[src/cpuPkg.sv]
`default_nettype none

package cpuPkg;

	// Data, instruction and register index widths
	localparam int WordWidth = 16;
	localparam int RegAddrWidth = 4;

	// Opcode field, instr[15:12]
	// Codes not listed here behave as no-ops
	typedef enum logic [3:0] {
		OpAdd = 4'd0,
		OpSub = 4'd1,
		OpXor = 4'd2,
		OpLlb = 4'd10,
		OpLhb = 4'd11,
		OpBranch = 4'd12,
		OpHalt = 4'd15
	} opcodeT;

	// Branch condition field, instr[11:9]
	typedef enum logic [2:0] {
		CondNe,
		CondEq,
		CondGt,
		CondLt,
		CondGe,
		CondLe,
		CondOv,
		CondAlways
	} condT;

	// Flag register layout
	typedef struct packed {
		logic n;
		logic v;
		logic z;
	} flagsT;

	// Operation chosen in decode, carried out in execute
	typedef enum logic [2:0] {
		AluAdd,
		AluSub,
		AluXor,
		AluLowByte,
		AluHighByte,
		AluPass
	} aluOpT;

endpackage

`default_nettype wire
[src/cpuIfs.sv]
`timescale 1ns/1ps
`default_nettype none

// Decoded instruction bundle, decode to execute
interface decodeExecuteIf import cpuPkg::*; ();
	logic valid;
	aluOpT aluOp;
	logic isBranch;
	condT cond;
	logic writesReg;
	logic setsFlags;
	logic isHalt;
	logic [RegAddrWidth-1:0] rd;
	logic [RegAddrWidth-1:0] rs;
	logic [RegAddrWidth-1:0] rt;
	// Register file reads, already bypassed
	logic [WordWidth-1:0] opA;
	logic [WordWidth-1:0] opB;
	// Byte immediate placed in its final lane
	logic [WordWidth-1:0] imm;
	logic [WordWidth-1:0] branchTarget;

	modport producer (output valid, aluOp, isBranch, cond, writesReg, setsFlags,
		isHalt, rd, rs, rt, opA, opB, imm, branchTarget);
	modport consumer (input valid, aluOp, isBranch, cond, writesReg, setsFlags,
		isHalt, rd, rs, rt, opA, opB, imm, branchTarget);
endinterface

// Execute result bundle, execute to result
interface executeResultIf import cpuPkg::*; ();
	logic valid;
	logic [RegAddrWidth-1:0] rd;
	logic writesReg;
	logic isHalt;
	logic [WordWidth-1:0] value;

	modport producer (output valid, rd, writesReg, isHalt, value);
	modport consumer (input valid, rd, writesReg, isHalt, value);
endinterface

`default_nettype wire

[src/execute.sv]
`timescale 1ns/1ps
`default_nettype none

module execute import cpuPkg::*; (
	input logic clk,
	input logic reset,
	decodeExecuteIf.consumer de,
	executeResultIf.producer er,
	// Result stage write, used as forward source
	input logic regWrite,
	input logic [RegAddrWidth-1:0] writeReg,
	input logic [WordWidth-1:0] writeData,
	output logic redirect,
	output logic [WordWidth-1:0] redirectPc,
	output logic squash
);

	localparam int Msb = WordWidth - 1;

	logic exValid;
	aluOpT exAluOp;
	logic exIsBranch;
	condT exCond;
	logic exWritesReg;
	logic exSetsFlags;
	logic exIsHalt;
	logic [RegAddrWidth-1:0] exRd;
	logic [RegAddrWidth-1:0] exRs;
	logic [RegAddrWidth-1:0] exRt;
	logic [WordWidth-1:0] exOpA;
	logic [WordWidth-1:0] exOpB;
	logic [WordWidth-1:0] exImm;
	logic [WordWidth-1:0] exTarget;
	logic [WordWidth-1:0] srcA;
	logic [WordWidth-1:0] srcB;
	logic [WordWidth-1:0] aluOut;
	logic overflow;
	logic condTrue;
	flagsT flags;

	// Decode/execute register, a taken branch bubbles its successor
	always_ff @(posedge clk) begin
		if (reset || squash) begin
			exValid <= 1'b0;
		end else begin
			exValid <= de.valid;
		end
	end

	always_ff @(posedge clk) begin
		exAluOp <= de.aluOp;
		exIsBranch <= de.isBranch;
		exCond <= de.cond;
		exWritesReg <= de.writesReg;
		exSetsFlags <= de.setsFlags;
		exIsHalt <= de.isHalt;
		exRd <= de.rd;
		exRs <= de.rs;
		exRt <= de.rt;
		exOpA <= de.opA;
		exOpB <= de.opB;
		exImm <= de.imm;
		exTarget <= de.branchTarget;
	end

	// Forward from the instruction now writing back
	assign srcA = (regWrite && (writeReg == exRs)) ? writeData : exOpA;
	assign srcB = (regWrite && (writeReg == exRt)) ? writeData : exOpB;

	// ALU
	always_comb begin
		overflow = 1'b0;
		case (exAluOp)
			AluAdd: begin
				aluOut = srcA + srcB;
				overflow = (srcA[Msb] == srcB[Msb]) && (aluOut[Msb] != srcA[Msb]);
			end
			AluSub: begin
				aluOut = srcA - srcB;
				overflow = (srcA[Msb] != srcB[Msb]) && (aluOut[Msb] != srcA[Msb]);
			end
			AluXor: aluOut = srcA ^ srcB;
			// Old rd on srcA keeps the other byte
			AluLowByte: aluOut = {srcA[15:8], exImm[7:0]};
			AluHighByte: aluOut = {exImm[15:8], srcA[7:0]};
			default: aluOut = srcA;
		endcase
	end

	// Flags, XOR clears V via overflow staying low
	always_ff @(posedge clk) begin
		if (reset) begin
			flags <= '0;
		end else if (exValid && exSetsFlags) begin
			flags.n <= aluOut[Msb];
			flags.v <= overflow;
			flags.z <= (aluOut == '0);
		end
	end

	// Condition on the flags left by older instructions
	always_comb begin
		case (exCond)
			CondNe: condTrue = !flags.z;
			CondEq: condTrue = flags.z;
			CondGt: condTrue = !flags.z && !flags.n;
			CondLt: condTrue = flags.n;
			CondGe: condTrue = !flags.n;
			CondLe: condTrue = flags.n || flags.z;
			CondOv: condTrue = flags.v;
			CondAlways: condTrue = 1'b1;
		endcase
	end

	// One-cycle pulse, kills decode and fetch contents
	assign redirect = exValid && exIsBranch && condTrue;
	assign redirectPc = exTarget;
	assign squash = redirect;

	assign er.valid = exValid;
	assign er.rd = exRd;
	assign er.writesReg = exWritesReg;
	assign er.isHalt = exIsHalt;
	assign er.value = aluOut;

endmodule

`default_nettype wire

[src/flat_wrapper.sv]
// flat-port wrapper written by rule: the top's interface ports become plain ports
module execute_flat import cpuPkg::*;
  (clk, reset, regWrite, writeReg, writeData, redirect, redirectPc, squash, de_valid, de_aluOp, de_isBranch, de_cond, de_writesReg, de_setsFlags, de_isHalt, de_rd, de_rs, de_rt, de_opA, de_opB, de_imm, de_branchTarget, er_valid, er_rd, er_writesReg, er_isHalt, er_value);
  decodeExecuteIf de_i ();
  executeResultIf er_i ();
  input logic clk;
  input logic reset;
  input logic regWrite;
  input logic [RegAddrWidth-1:0] writeReg;
  input logic [WordWidth-1:0] writeData;
  output logic redirect;
  output logic [WordWidth-1:0] redirectPc;
  output logic squash;
  input wire logic [$bits(de_i.valid)-1:0] de_valid;
  input wire logic [$bits(de_i.aluOp)-1:0] de_aluOp;
  input wire logic [$bits(de_i.isBranch)-1:0] de_isBranch;
  input wire logic [$bits(de_i.cond)-1:0] de_cond;
  input wire logic [$bits(de_i.writesReg)-1:0] de_writesReg;
  input wire logic [$bits(de_i.setsFlags)-1:0] de_setsFlags;
  input wire logic [$bits(de_i.isHalt)-1:0] de_isHalt;
  input wire logic [$bits(de_i.rd)-1:0] de_rd;
  input wire logic [$bits(de_i.rs)-1:0] de_rs;
  input wire logic [$bits(de_i.rt)-1:0] de_rt;
  input wire logic [$bits(de_i.opA)-1:0] de_opA;
  input wire logic [$bits(de_i.opB)-1:0] de_opB;
  input wire logic [$bits(de_i.imm)-1:0] de_imm;
  input wire logic [$bits(de_i.branchTarget)-1:0] de_branchTarget;
  output wire logic [$bits(er_i.valid)-1:0] er_valid;
  output wire logic [$bits(er_i.rd)-1:0] er_rd;
  output wire logic [$bits(er_i.writesReg)-1:0] er_writesReg;
  output wire logic [$bits(er_i.isHalt)-1:0] er_isHalt;
  output wire logic [$bits(er_i.value)-1:0] er_value;
  assign de_i.valid = de_valid;
  assign de_i.aluOp = de_aluOp;
  assign de_i.isBranch = de_isBranch;
  assign de_i.cond = de_cond;
  assign de_i.writesReg = de_writesReg;
  assign de_i.setsFlags = de_setsFlags;
  assign de_i.isHalt = de_isHalt;
  assign de_i.rd = de_rd;
  assign de_i.rs = de_rs;
  assign de_i.rt = de_rt;
  assign de_i.opA = de_opA;
  assign de_i.opB = de_opB;
  assign de_i.imm = de_imm;
  assign de_i.branchTarget = de_branchTarget;
  assign er_valid = er_i.valid;
  assign er_rd = er_i.rd;
  assign er_writesReg = er_i.writesReg;
  assign er_isHalt = er_i.isHalt;
  assign er_value = er_i.value;
  execute u_core (.clk(clk), .reset(reset), .de(de_i), .er(er_i), .regWrite(regWrite), .writeReg(writeReg), .writeData(writeData), .redirect(redirect), .redirectPc(redirectPc), .squash(squash));
endmodule
[config.mk]
export PLATFORM = sky130hd
export DESIGN_NAME = execute_flat
export DESIGN_NICKNAME = d
export VERILOG_FILES = /design/src/cpuPkg.sv /design/src/cpuIfs.sv /design/src/execute.sv /design/src/flat_wrapper.sv
export SDC_FILE = /design/constraint.sdc
export NUM_CORES = 1
export LEC_CHECK = 0
export BUFFER_PORTS_ARGS = -buffer_cell sky130_fd_sc_hd__buf_2
export CORE_ASPECT_RATIO = 0.5
export CORE_MARGIN = 2
export CORE_UTILIZATION = 40
export DETAILED_ROUTE_END_ITERATION = 16
export PLACE_DENSITY = 0.65
export SLEW_MARGIN = 20
export SYNTH_ARGS = -nofsm -noshare
export SYNTH_HDL_FRONTEND = slang
export SYNTH_SLANG_ARGS = --single-unit
[constraint.sdc]
create_clock -name clk -period 5.15 [get_ports clk]
set_input_delay 0 -clock clk [delete_from_list [all_inputs] [get_ports clk]]
set_output_delay 0 -clock clk [all_outputs]
set_load 0.1 [all_outputs]
# Yosys cells after proc, flatten, opt, wreduce, memory -nomap -nowiden
# Index checks and enable logic that the tools add are counted.
# W data, S select, Z words.
dict set report word_totals {
  output_inout_bits 41
  regBits 90
  wordCells 57
}
dict set report op_classes {
  reduce_logical 15
  n_mux 5
  n_eq_ne 17
  bitwise 1
  addsub 2
}
# operator count
set ops {}
lappend ops {{$pmux W16 S5} 1}
lappend ops {{$mux W16} 2}
lappend ops {{$add A16 B16 Y16} 1}
lappend ops {{$logic_not A16 Y1} 1}
lappend ops {{$sub A16 B16 Y16} 1}
lappend ops {{$xor A16 B16 Y16} 1}
lappend ops {{$eq A3 B3 Y1 const B} 5}
lappend ops {{$eq A3 B2 Y1 const B} 4}
lappend ops {{$eq A4 B4 Y1} 2}
lappend ops {{$logic_and A1 B1 Y1} 8}
lappend ops {{$pmux W1 S8} 1}
lappend ops {{$eq A3 B1 Y1 const B} 2}
lappend ops {{$logic_not A3 Y1} 2}
lappend ops {{$ne A1 B1 Y1} 3}
lappend ops {{$logic_not A1 Y1} 2}
lappend ops {{$logic_or A1 B1 Y1} 2}
lappend ops {{$pmux W1 S2} 1}
lappend ops {{$eq A1 B1 Y1} 1}

# Longest topological paths before layout
# Gate-level depths: netlist of run 1.
dict set report depth {
  ltp_word 7
  ltp_mapped 19
}

# Worst setup path after synthesis of run 1
# OpenSTA, ideal clock, no wires.
dict set report synth_path {
  path_kind {reg2reg}
  start {register u_core.exRt[3]}
  end {register u_core.flags[0] in the netlist's numbering}
  slack_ps -881
  arrival_ps 5876
  path_stages_with_launch 19
  required_ps 4995
  setup_ps 155
  synth_period_minus_slack_ps 6031
  cell_sequence {dfxtp_1 xor2_1 nor4_1 clkbuf_1 buf_1 mux2_2 ha_1 inv_1 fa_1 nand2b_4 a221oi_2 o21a_1 a31oi_1 o21ai_1 a221o_1 mux2i_1 o21ai_0 or4_1 o31ai_2}
}
dict set report synth_via {
  elab_chain_len 6
  word_cells_on_any_way 8
  classes_between {add/sub: 2; eq/ne: 1; mux: 2; bitwise: 1; reduce/logical: 2}
}
# item line
set synth_lines {}
lappend synth_lines {{from (decl)} execute.sv:29} ;# logic [RegAddrWidth-1:0] exRt;
lappend synth_lines {{from (signal assigned)} execute.sv:59} ;# exRt <= de.rt;
lappend synth_lines {{$eq A4 B4 Y1 *} execute.sv:68} ;# assign srcB = (regWrite && (writeReg == exRt)) ? writeData : exOpB;
lappend synth_lines {{$logic_and A1 B1 Y1 *} execute.sv:68}
lappend synth_lines {{$mux W16 *} execute.sv:68}
lappend synth_lines {{$sub A16 B16 Y16 (tied with other cells)} execute.sv:79} ;# aluOut = srcA - srcB;
lappend synth_lines {{$pmux W16 S5 *} execute.sv:73} ;# case (exAluOp)
lappend synth_lines {{via er_value[10]} flat_wrapper.sv:32} ;# output wire logic [$bits(er_i.value)-1:0] er_value;
lappend synth_lines {{$logic_not A16 Y1 *} execute.sv:97} ;# flags.z <= (aluOut == '0);
lappend synth_lines {{to (decl)} execute.sv:39} ;# flagsT flags;
# The timed path passes the listed nets; every way through them passes the cells marked *.
# A chain may end at the register's enable or synchronous reset.

# Final worst setup path of run 1
dict set report layout_path {
  start {register u_core.exRt[3]}
  end {output port er_value[15]}
}
dict set report layout_via {
  elab_chain_len 5
  word_cells_on_any_way 7
  classes_between {add/sub: 2; eq/ne: 1; mux: 2; bitwise: 1; reduce/logical: 1}
}
# item line
set layout_lines {}
lappend layout_lines {{$eq A4 B4 Y1 *} execute.sv:68}
lappend layout_lines {{$logic_and A1 B1 Y1 *} execute.sv:68}
lappend layout_lines {{$mux W16 *} execute.sv:68}
lappend layout_lines {{$sub A16 B16 Y16 (tied with other cells)} execute.sv:79}
lappend layout_lines {{$pmux W16 S5 *} execute.sv:73}
lappend layout_lines {{to (decl)} flat_wrapper.sv:32}
# Every way passes the cells marked *; elsewhere a longest branch is shown, timed or not.

==> run_results.csv, run 1 <==
group,metric,value,unit
yosys,async_flop_share,0,
placed_design,dp.cells,813,
yosys,yosysWarningCount,0,
global_route,grt_start_max_net_pins,30,
critical_path,required,5150,ps
layout,drive_gt1_frac,0.294,
floorplanning,num_io_pins,151,
yosys,ys_ff_latch,90,
critical_path,cp.arrival,4830,ps
min_path,hold_path.class,"input port to flip-flop",
yosys,netlist_area,4820,µm²
global_route,grt_usage,0.216,
layout,fin_nets,890,
drt,firstDrtPassIters,5,
drt,remaining_drc_errors,0,
yosys,synth_cells,524,
min_path,worstHoldStart,"writeData[13]",
drt,wl_per_cell,15.4,µm
clock_tree,cts-root-buf,"clkbuf_16",
sta,worst_pin_slew,930,ps
layout,fill_cells,1076,
clock_tree,clk_latency,340,ps
floorplanning,row_count,28,
critical_path,rr_startpoint,"u_core.exRt[3]",
floorplanning,initial_core_util,0.410,
global_route,grt_pass1_vias,4472,
layout,syn2layout_area_growth,43.2,%
drt,drtIter0Drc,252,
yosys,synth_seq_area_share,0.373,
sta,hold_violations,0,
clock_tree,htree_levels,3,
clock_tree,cts.clk_slew.worst_paths,70,ps
critical_path,rrSetupSlack,520,ps
pwr,powerDensity,309,nW/µm²
placed_design,gp_congestion,0.895,
drt,drt.antenna.violating_nets,0,
pwr,leakagePower,3.12,nW
yosys,synth_nets,667,
global_route,grt_pass1_wl,22.1,mm
floorplanning,dieHeight,81.7,µm
layout,final_cell_area,6910,µm²
clock_tree,clock_sinks,90,
min_path,worstHoldPathCells,5,
sta,rsz0062_at_grt,"false",
clock_tree,cts_tree,"built",
floorplanning,die_area,13000,µm²
critical_path,path_class,"flip-flop to primary output",
min_path,min_to,"u_core.flags[0]",
yosys,ys.flop_type,"dfxtp_1",
sta,setup_viol,0,
sta,skew,6.63,ps
critical_path,critPathMaxFanout,20,
clock_tree,postCtsSetupRepairBufs,0,
critical_path,r2r_end,"u_core.flags[0]",
sta,clock.fmax,207,MHz
sta,tns,0,ps
drt,wl,14.1,mm
sta,finalCritPeriodShare,0.938,
layout,n_antenna_cell,0,
floorplanning,coreArea,11800,µm²
yosys,synth.distinct_cells,74,
global_route,antenna_found_initial,0,
sta,period_minus_slack,4830,ps
outcome,status,"complete, no violations",
layout,final_cells,917,
critical_path,rr_worst_depth,16,
layout,fin_util,0.587,
drt,vias,4710,
sta,timing.slew.headroom,0.379,
floorplanning,die_w,159,µm
clock_tree,cts_buffers,9,
run,max_cap_viol_count,0,
yosys,synth-edff-count,0,
placed_design,port_buffers,150,
clock_tree,cts_buffer_depth,2,
drt,vias_per_cell,5.14,
pwr,irDropWorstVdd,0.000178,V
yosys,syn_area_per_cell,9.21,µm²
global_route,overflow,0,
critical_path,critPathLaunchType,"flip-flop",
placed_design,dpl_cell_area,5720,µm²
placed_design,dp_hpwl,10.0,mm
sta,final_max_slew_viol_count,0,
critical_path,crit_path_end_kind,"primary output",
## cell families after synthesis
kind of cell | share of synthesized area
xor+xnor | 0.0327
compound gates | 0.210
buf+inv | 0.0589
mux | 0.0975
simple gates | 0.137
flops | 0.373
fa+ha+maj | 0.0908
## critical path: stages, from the launching register on
cell      delay (ps)
dfxtp_1          310
xor2_1           160
nor4_2           360
buf_12           230
mux2_2           370
ha_1             480
a2111o_1         430
o21ai_0          110
a21oi_1          120
a311o_1          450
a21o_1           190
a41o_1           260
xor2_1           130
nor2_1            60
nor3_1           340
clkinv_2         140
buf_2            320
## cell usage after synthesis (3+ instances only)
master / count / area share
a211o_1: 5 / 0.0091
nand2_1: 31 / 0.024
nand3_1: 13 / 0.013
buf_2: 8 / 0.0083
dfxtp_1: 90 / 0.37
o21a_1: 6 / 0.0093
nor2_1: 28 / 0.022
o21ai_1: 5 / 0.0052
nor4_1: 3 / 0.0039
a21oi_1: 25 / 0.026
nand2b_1: 5 / 0.0065
a31oi_1: 9 / 0.012
mux2_1: 4 / 0.0093
inv_2: 5 / 0.0039
a21boi_0: 3 / 0.0047
a211oi_1: 8 / 0.012
xor2_1: 8 / 0.015
nor3_1: 14 / 0.015
o211ai_1: 5 / 0.0078
xnor2_1: 10 / 0.018
o21bai_1: 7 / 0.011
inv_1: 33 / 0.026
or3_1: 8 / 0.010
mux2i_1: 11 / 0.023
o221ai_1: 3 / 0.0054
and2_1: 4 / 0.0052
o221a_2: 3 / 0.0070
o21ai_0: 24 / 0.025
clkbuf_1: 19 / 0.015
mux2_2: 24 / 0.056
a221o_1: 3 / 0.0062
a21o_1: 6 / 0.0093
nor3b_1: 5 / 0.0078
ha_1: 31 / 0.080
a22oi_1: 3 / 0.0047
nor2b_1: 5 / 0.0065
a221oi_1: 3 / 0.0054
## routing by layer
metal | vias to the layer above | track usage | share of wire
met5 | - | 0 | 0
met1 | 2178 | 0.297 | 0.48
met4 | 0 | 0.0700 | 0.014
li1 | 2322 | - | -
met3 | 19 | 0.0500 | 0.070
met2 | 191 | 0.337 | 0.44
## area by class of cell
| class | count | area (µm²) | area share |
|---|---|---|---|
| inverter | 39 | 148 | 0.0214 |
| sequential | 90 | 1800 | 0.261 |
| tap | 165 | 206 | 0.0299 |
| clock inverter | 6 | 72.6 | 0.0105 |
| clock buffer | 10 | 229 | 0.0332 |
| timing repair buffer | 243 | 1680 | 0.243 |
| multi-input combinational | 364 | 2770 | 0.401 |
## worst max path at each step
stage,start,endpoint,slack [ps],cells past startpoint
floorplan,u_core.exRt[3],u_core.flags[0],80,17
finish,u_core.exRt[3],er_value[15],320,16
global route,u_core.exRt[3],er_value[15],30,16
global placement,u_core.exRt[3],u_core.flags[0],670,16
detailed placement,u_core.exRt[3],u_core.flags[0],560,16
CTS,u_core.exRt[3],er_value[15],260,16
## registers in the layout (all words and copies together), names as in the netlist
signal	count
u_core.er.isHalt	1
u_core.er.rd	4
u_core.er.valid	1
u_core.er.writesReg	1
u_core.exAluOp	3
u_core.exCond	3
u_core.exImm	16
u_core.exIsBranch	1
u_core.exOpA	16
u_core.exOpB	16
u_core.exRs	4
u_core.exRt	4
u_core.exSetsFlags	1
u_core.flags	3
u_core.redirectPc	16
## cell usage in the layout, fill, tap and decap left out, types with 8 or more instances in the layout
master | synthesis | final
nor3_1 | 14 | 14
a31oi_1 | 9 | 8
mux2i_1 | 11 | 11
xnor2_1 | 10 | 10
o21ai_0 | 24 | 23
nand2_1 | 31 | 31
nor2_1 | 28 | 27
dlygate4sd3_1 | 0 | 88
buf_2 | 8 | 150
clkbuf_16 | 0 | 9
nand3_1 | 13 | 13
inv_1 | 33 | 33
a21oi_1 | 25 | 24
dfxtp_1 | 90 | 90
mux2_2 | 24 | 24
xor2_1 | 8 | 8
a211oi_1 | 8 | 8
ha_1 | 31 | 30
or3_1 | 8 | 8
## power breakdown
| part | leakage, nW | total, mW | internal [mW] | switching, mW |
|---|---|---|---|---|
| sequential | 0.758 | 0.752 | 0.733 | 0.0190 |
| combinational | 2.22 | 0.711 | 0.245 | 0.466 |
| clock | 0.144 | 0.673 | 0.383 | 0.290 |
## metrics by stage
| step | worst slack (ps) | power, mW | hold slack, ps |
|---|---|---|---|
| finish | 320 | 2.14 | 249 |
| global route | 31.6 | 2.24 | 281 |
| CTS | 257 | 2.15 | 229 |
| detailed placement | 556 | 1.42 | 104 |
| global placement | 666 | 1.41 | 102 |
| floorplan | 80.1 | 1.27 | 27.7 |
## timing repair
item,in CTS,in global routing
gates resized for setup,0,2
endpoints found under the hold margin,89,0
hold buffers,88,0
setup endpoints to repair,0,1
No activity file was read; power rests on OpenSTA's default activity.
==> run 2, diff against run 1 <==
PLACE_DENSITY = 0.63   (was 0.65)
==> run 2 against run 1 <==
  * Fmax increased by 0.12%
  * Clock power decreased by 0.7%
  * Global-route usage about the same
  * Design area increased by 0.22%
  * Total power about the same
  * Sequential power decreased by 0.5%
  * Clock-buffer cell count unchanged
  * Final cell count increased by 0.22%
  * Core utilization increased by 0.13 points
  * Highest routed layer is now met5
==> run_results.csv, run 2 (same netlist as run 1, synthesis figures left out) <==
group,metric,value,unit
critical_path,path_class,"flip-flop to primary output",
clock_tree,clk_latency,350,ps
sta,setup_viol,0,
layout,syn2layout_area_growth,43.5,%
placed_design,dp_hpwl,10.1,mm
layout,final_common_cell,"buf_2",
sta,skew,10.6,ps
pwr,powerDensity,309,nW/µm²
clock_tree,cts_buffers,9,
global_route,grt_pass1_wl,22.1,mm
sta,clock.fmax,207,MHz
critical_path,cp_slowest_cell,"ha_1",
global_route,grt_use_met2,0.338,
critical_path,crit_path_end_kind,"primary output",
drt,remaining_drc_errors,0,
drt,wl,14.1,mm
global_route,grtUsageMet1,0.289,
drt,firstDrtPassIters,5,
layout,fin_nets,892,
floorplanning,die_area,13000,µm²
run,max_cap_viol_count,0,
pwr,leakagePower,3.14,nW
min_path,hold_path.class,"input port to flip-flop",
global_route,grt_pass1_vias,4481,
layout,n_antenna_cell,0,
drt,vias_per_cell,5.07,
sta,rsz0062_at_grt,"false",
sta,timing.slew.headroom,0.561,
layout,layout.cells.most_common_list,"buf_2 (150), dfxtp_1 (90), dlygate4sd3_1 (88)",
floorplanning,num_io_pins,151,
global_route,busiest_layer,"met2",
placed_design,gp_congestion,0.887,
sta,finalCritPeriodShare,0.937,
placed_design,port_buffers,150,
outcome,status,"complete, no violations",
sta,finalWorstSetupSlack,326,ps
drt,drtIter0Drc,336,
drt,wl_per_cell,15.3,µm
sta,tns,0,ps
floorplanning,coreArea,11800,µm²
pwr,irDropWorstVdd,0.000162,V
critical_path,cp_cell_sequence,"xor2_1 -> nor4_2 -> buf_12 -> mux2_2 -> ha_1 -> a2111o_1 -> o21ai_0 -> a21oi_1 -> a311o_1 -> a21o_1 -> a41o_1 -> xor2_1 -> nor2_1 -> nor3_1 -> clkinv_2 -> buf_2",
global_route,grt_start_max_net_pins,30,
sta,period_minus_slack,4820,ps
global_route,overflow,0,
layout,fill_cells,1070,
sta,worst_pin_slew,657,ps
floorplanning,die_w,159,µm
critical_path,critPathMaxFanout,20,
sta,final_max_slew_viol_count,0,
clock_tree,cts-root-buf,"clkbuf_16",
global_route,antenna_found_initial,1,
clock_tree,htree_levels,3,
sta,hold_violations,0,
floorplanning,row_count,28,
drt,vias,4660,
placed_design,place_ws,386,ps
critical_path,cpPeakStageDelay,480,ps
critical_path,cp_num_buf_inv,3,
global_route,met3_usage,0.0692,
drt,drt.antenna.violating_nets,0,
floorplanning,dieHeight,81.7,µm
global_route,grt_usage,0.215,
critical_path,critPathTopFamily,"compound AO/OA/AOI/OAI gates",
critical_path,critPathMostFrequentCell,"xor2_1",
clock_tree,cts_buffer_depth,2,
floorplanning,initial_core_util,0.410,
clock_tree,cts.clk_slew.worst_paths,80,ps
layout,fin_util,0.588,
critical_path,cp.arrival,4820,ps
critical_path,critPathLaunchType,"flip-flop",
layout,drive_gt1_frac,0.297,
pwr,total_power,2.14,mW
clock_tree,clock_sinks,90,
clock_tree,cts_tree,"built",
critical_path,required,5150,ps
[run 2: changes by cell type in the layout (fill, tap and decap cells not counted)]
cell	change
buf_4	+2
bufinv_16	-1
clkbuf_1	-1
clkbuf_8	+1
clkinv_4	-1
clkinvlp_4	-1
inv_6	-1
inv_8	+4
[run 2: through the flow]
| stage | cells | hold slack (ps) | cell area (µm²) |
|---|---|---|---|
| after floorplan | 524 | 27.7 | 4840 |
| after global placement | 815 | 102 | 5730 |
| after CTS | 919 | 249 | 6920 |
| final | 919 | 268 | 6920 |
| after detailed placement | 815 | 104 | 5730 |
| after global routing | 919 | 276 | 6920 |
[run 2: worst paths after layout]
kind | start | to | slack (ps) | cells after the start
setup / recovery | u_core.exRt[3] | er_value[15] | 330 | 16
hold / removal | writeData[13] | u_core.flags[0] | 270 | 5
setup reg to reg | u_core.exRt[3] | u_core.flags[0] | 340 | 16
hold reg to reg | u_core.exSetsFlags | u_core.flags[2] | 510 | 1
[run 2: layout make-up]
type / instances / area (µm²) / share of cell area
clock buffers: 10 / 239 / 0.0345
clock inverters: 6 / 62.6 / 0.00904
inverters: 39 / 148 / 0.0213
multi-input cells: 364 / 2770 / 0.400
flip-flops and latches: 90 / 1800 / 0.260
well taps: 165 / 206 / 0.0298
repair buffers: 245 / 1700 / 0.245
[run 2: layer usage]
layer | wire, µm | up-vias
li1 | - | 2333
met1 | 6750 | 2125
met2 | 5970 | 189
met3 | 1260 | 11
met4 | 108 | 2
met5 | 13 | -
[run 2: worst reg2reg max path: cells and delay by family (launching register included)]
family	cells	cell delay [ps]
flip-flops	1	310
adder cells (fa/ha/maj)	2	600
AND/OR/NAND/NOR	7	2260
AO/OA/AOI/OAI	2	220
XOR/XNOR	1	160
buffers and inverters	2	310
multiplexers	2	860
[run 2: power breakdown]
part           internal (mW)  total [mW]  switching (mW)
Sequential             0.733       0.748          0.0154
Combinational          0.247       0.720           0.473
Clock                  0.358       0.668           0.310
[run 2: repair_timing]
action                     in CTS  in global routing
setup endpoints to repair       0                  1
buffers inserted                0                  0
resized for setup               0                  2
hold buffers                   88                  0
hold endpoints to repair       89                  0
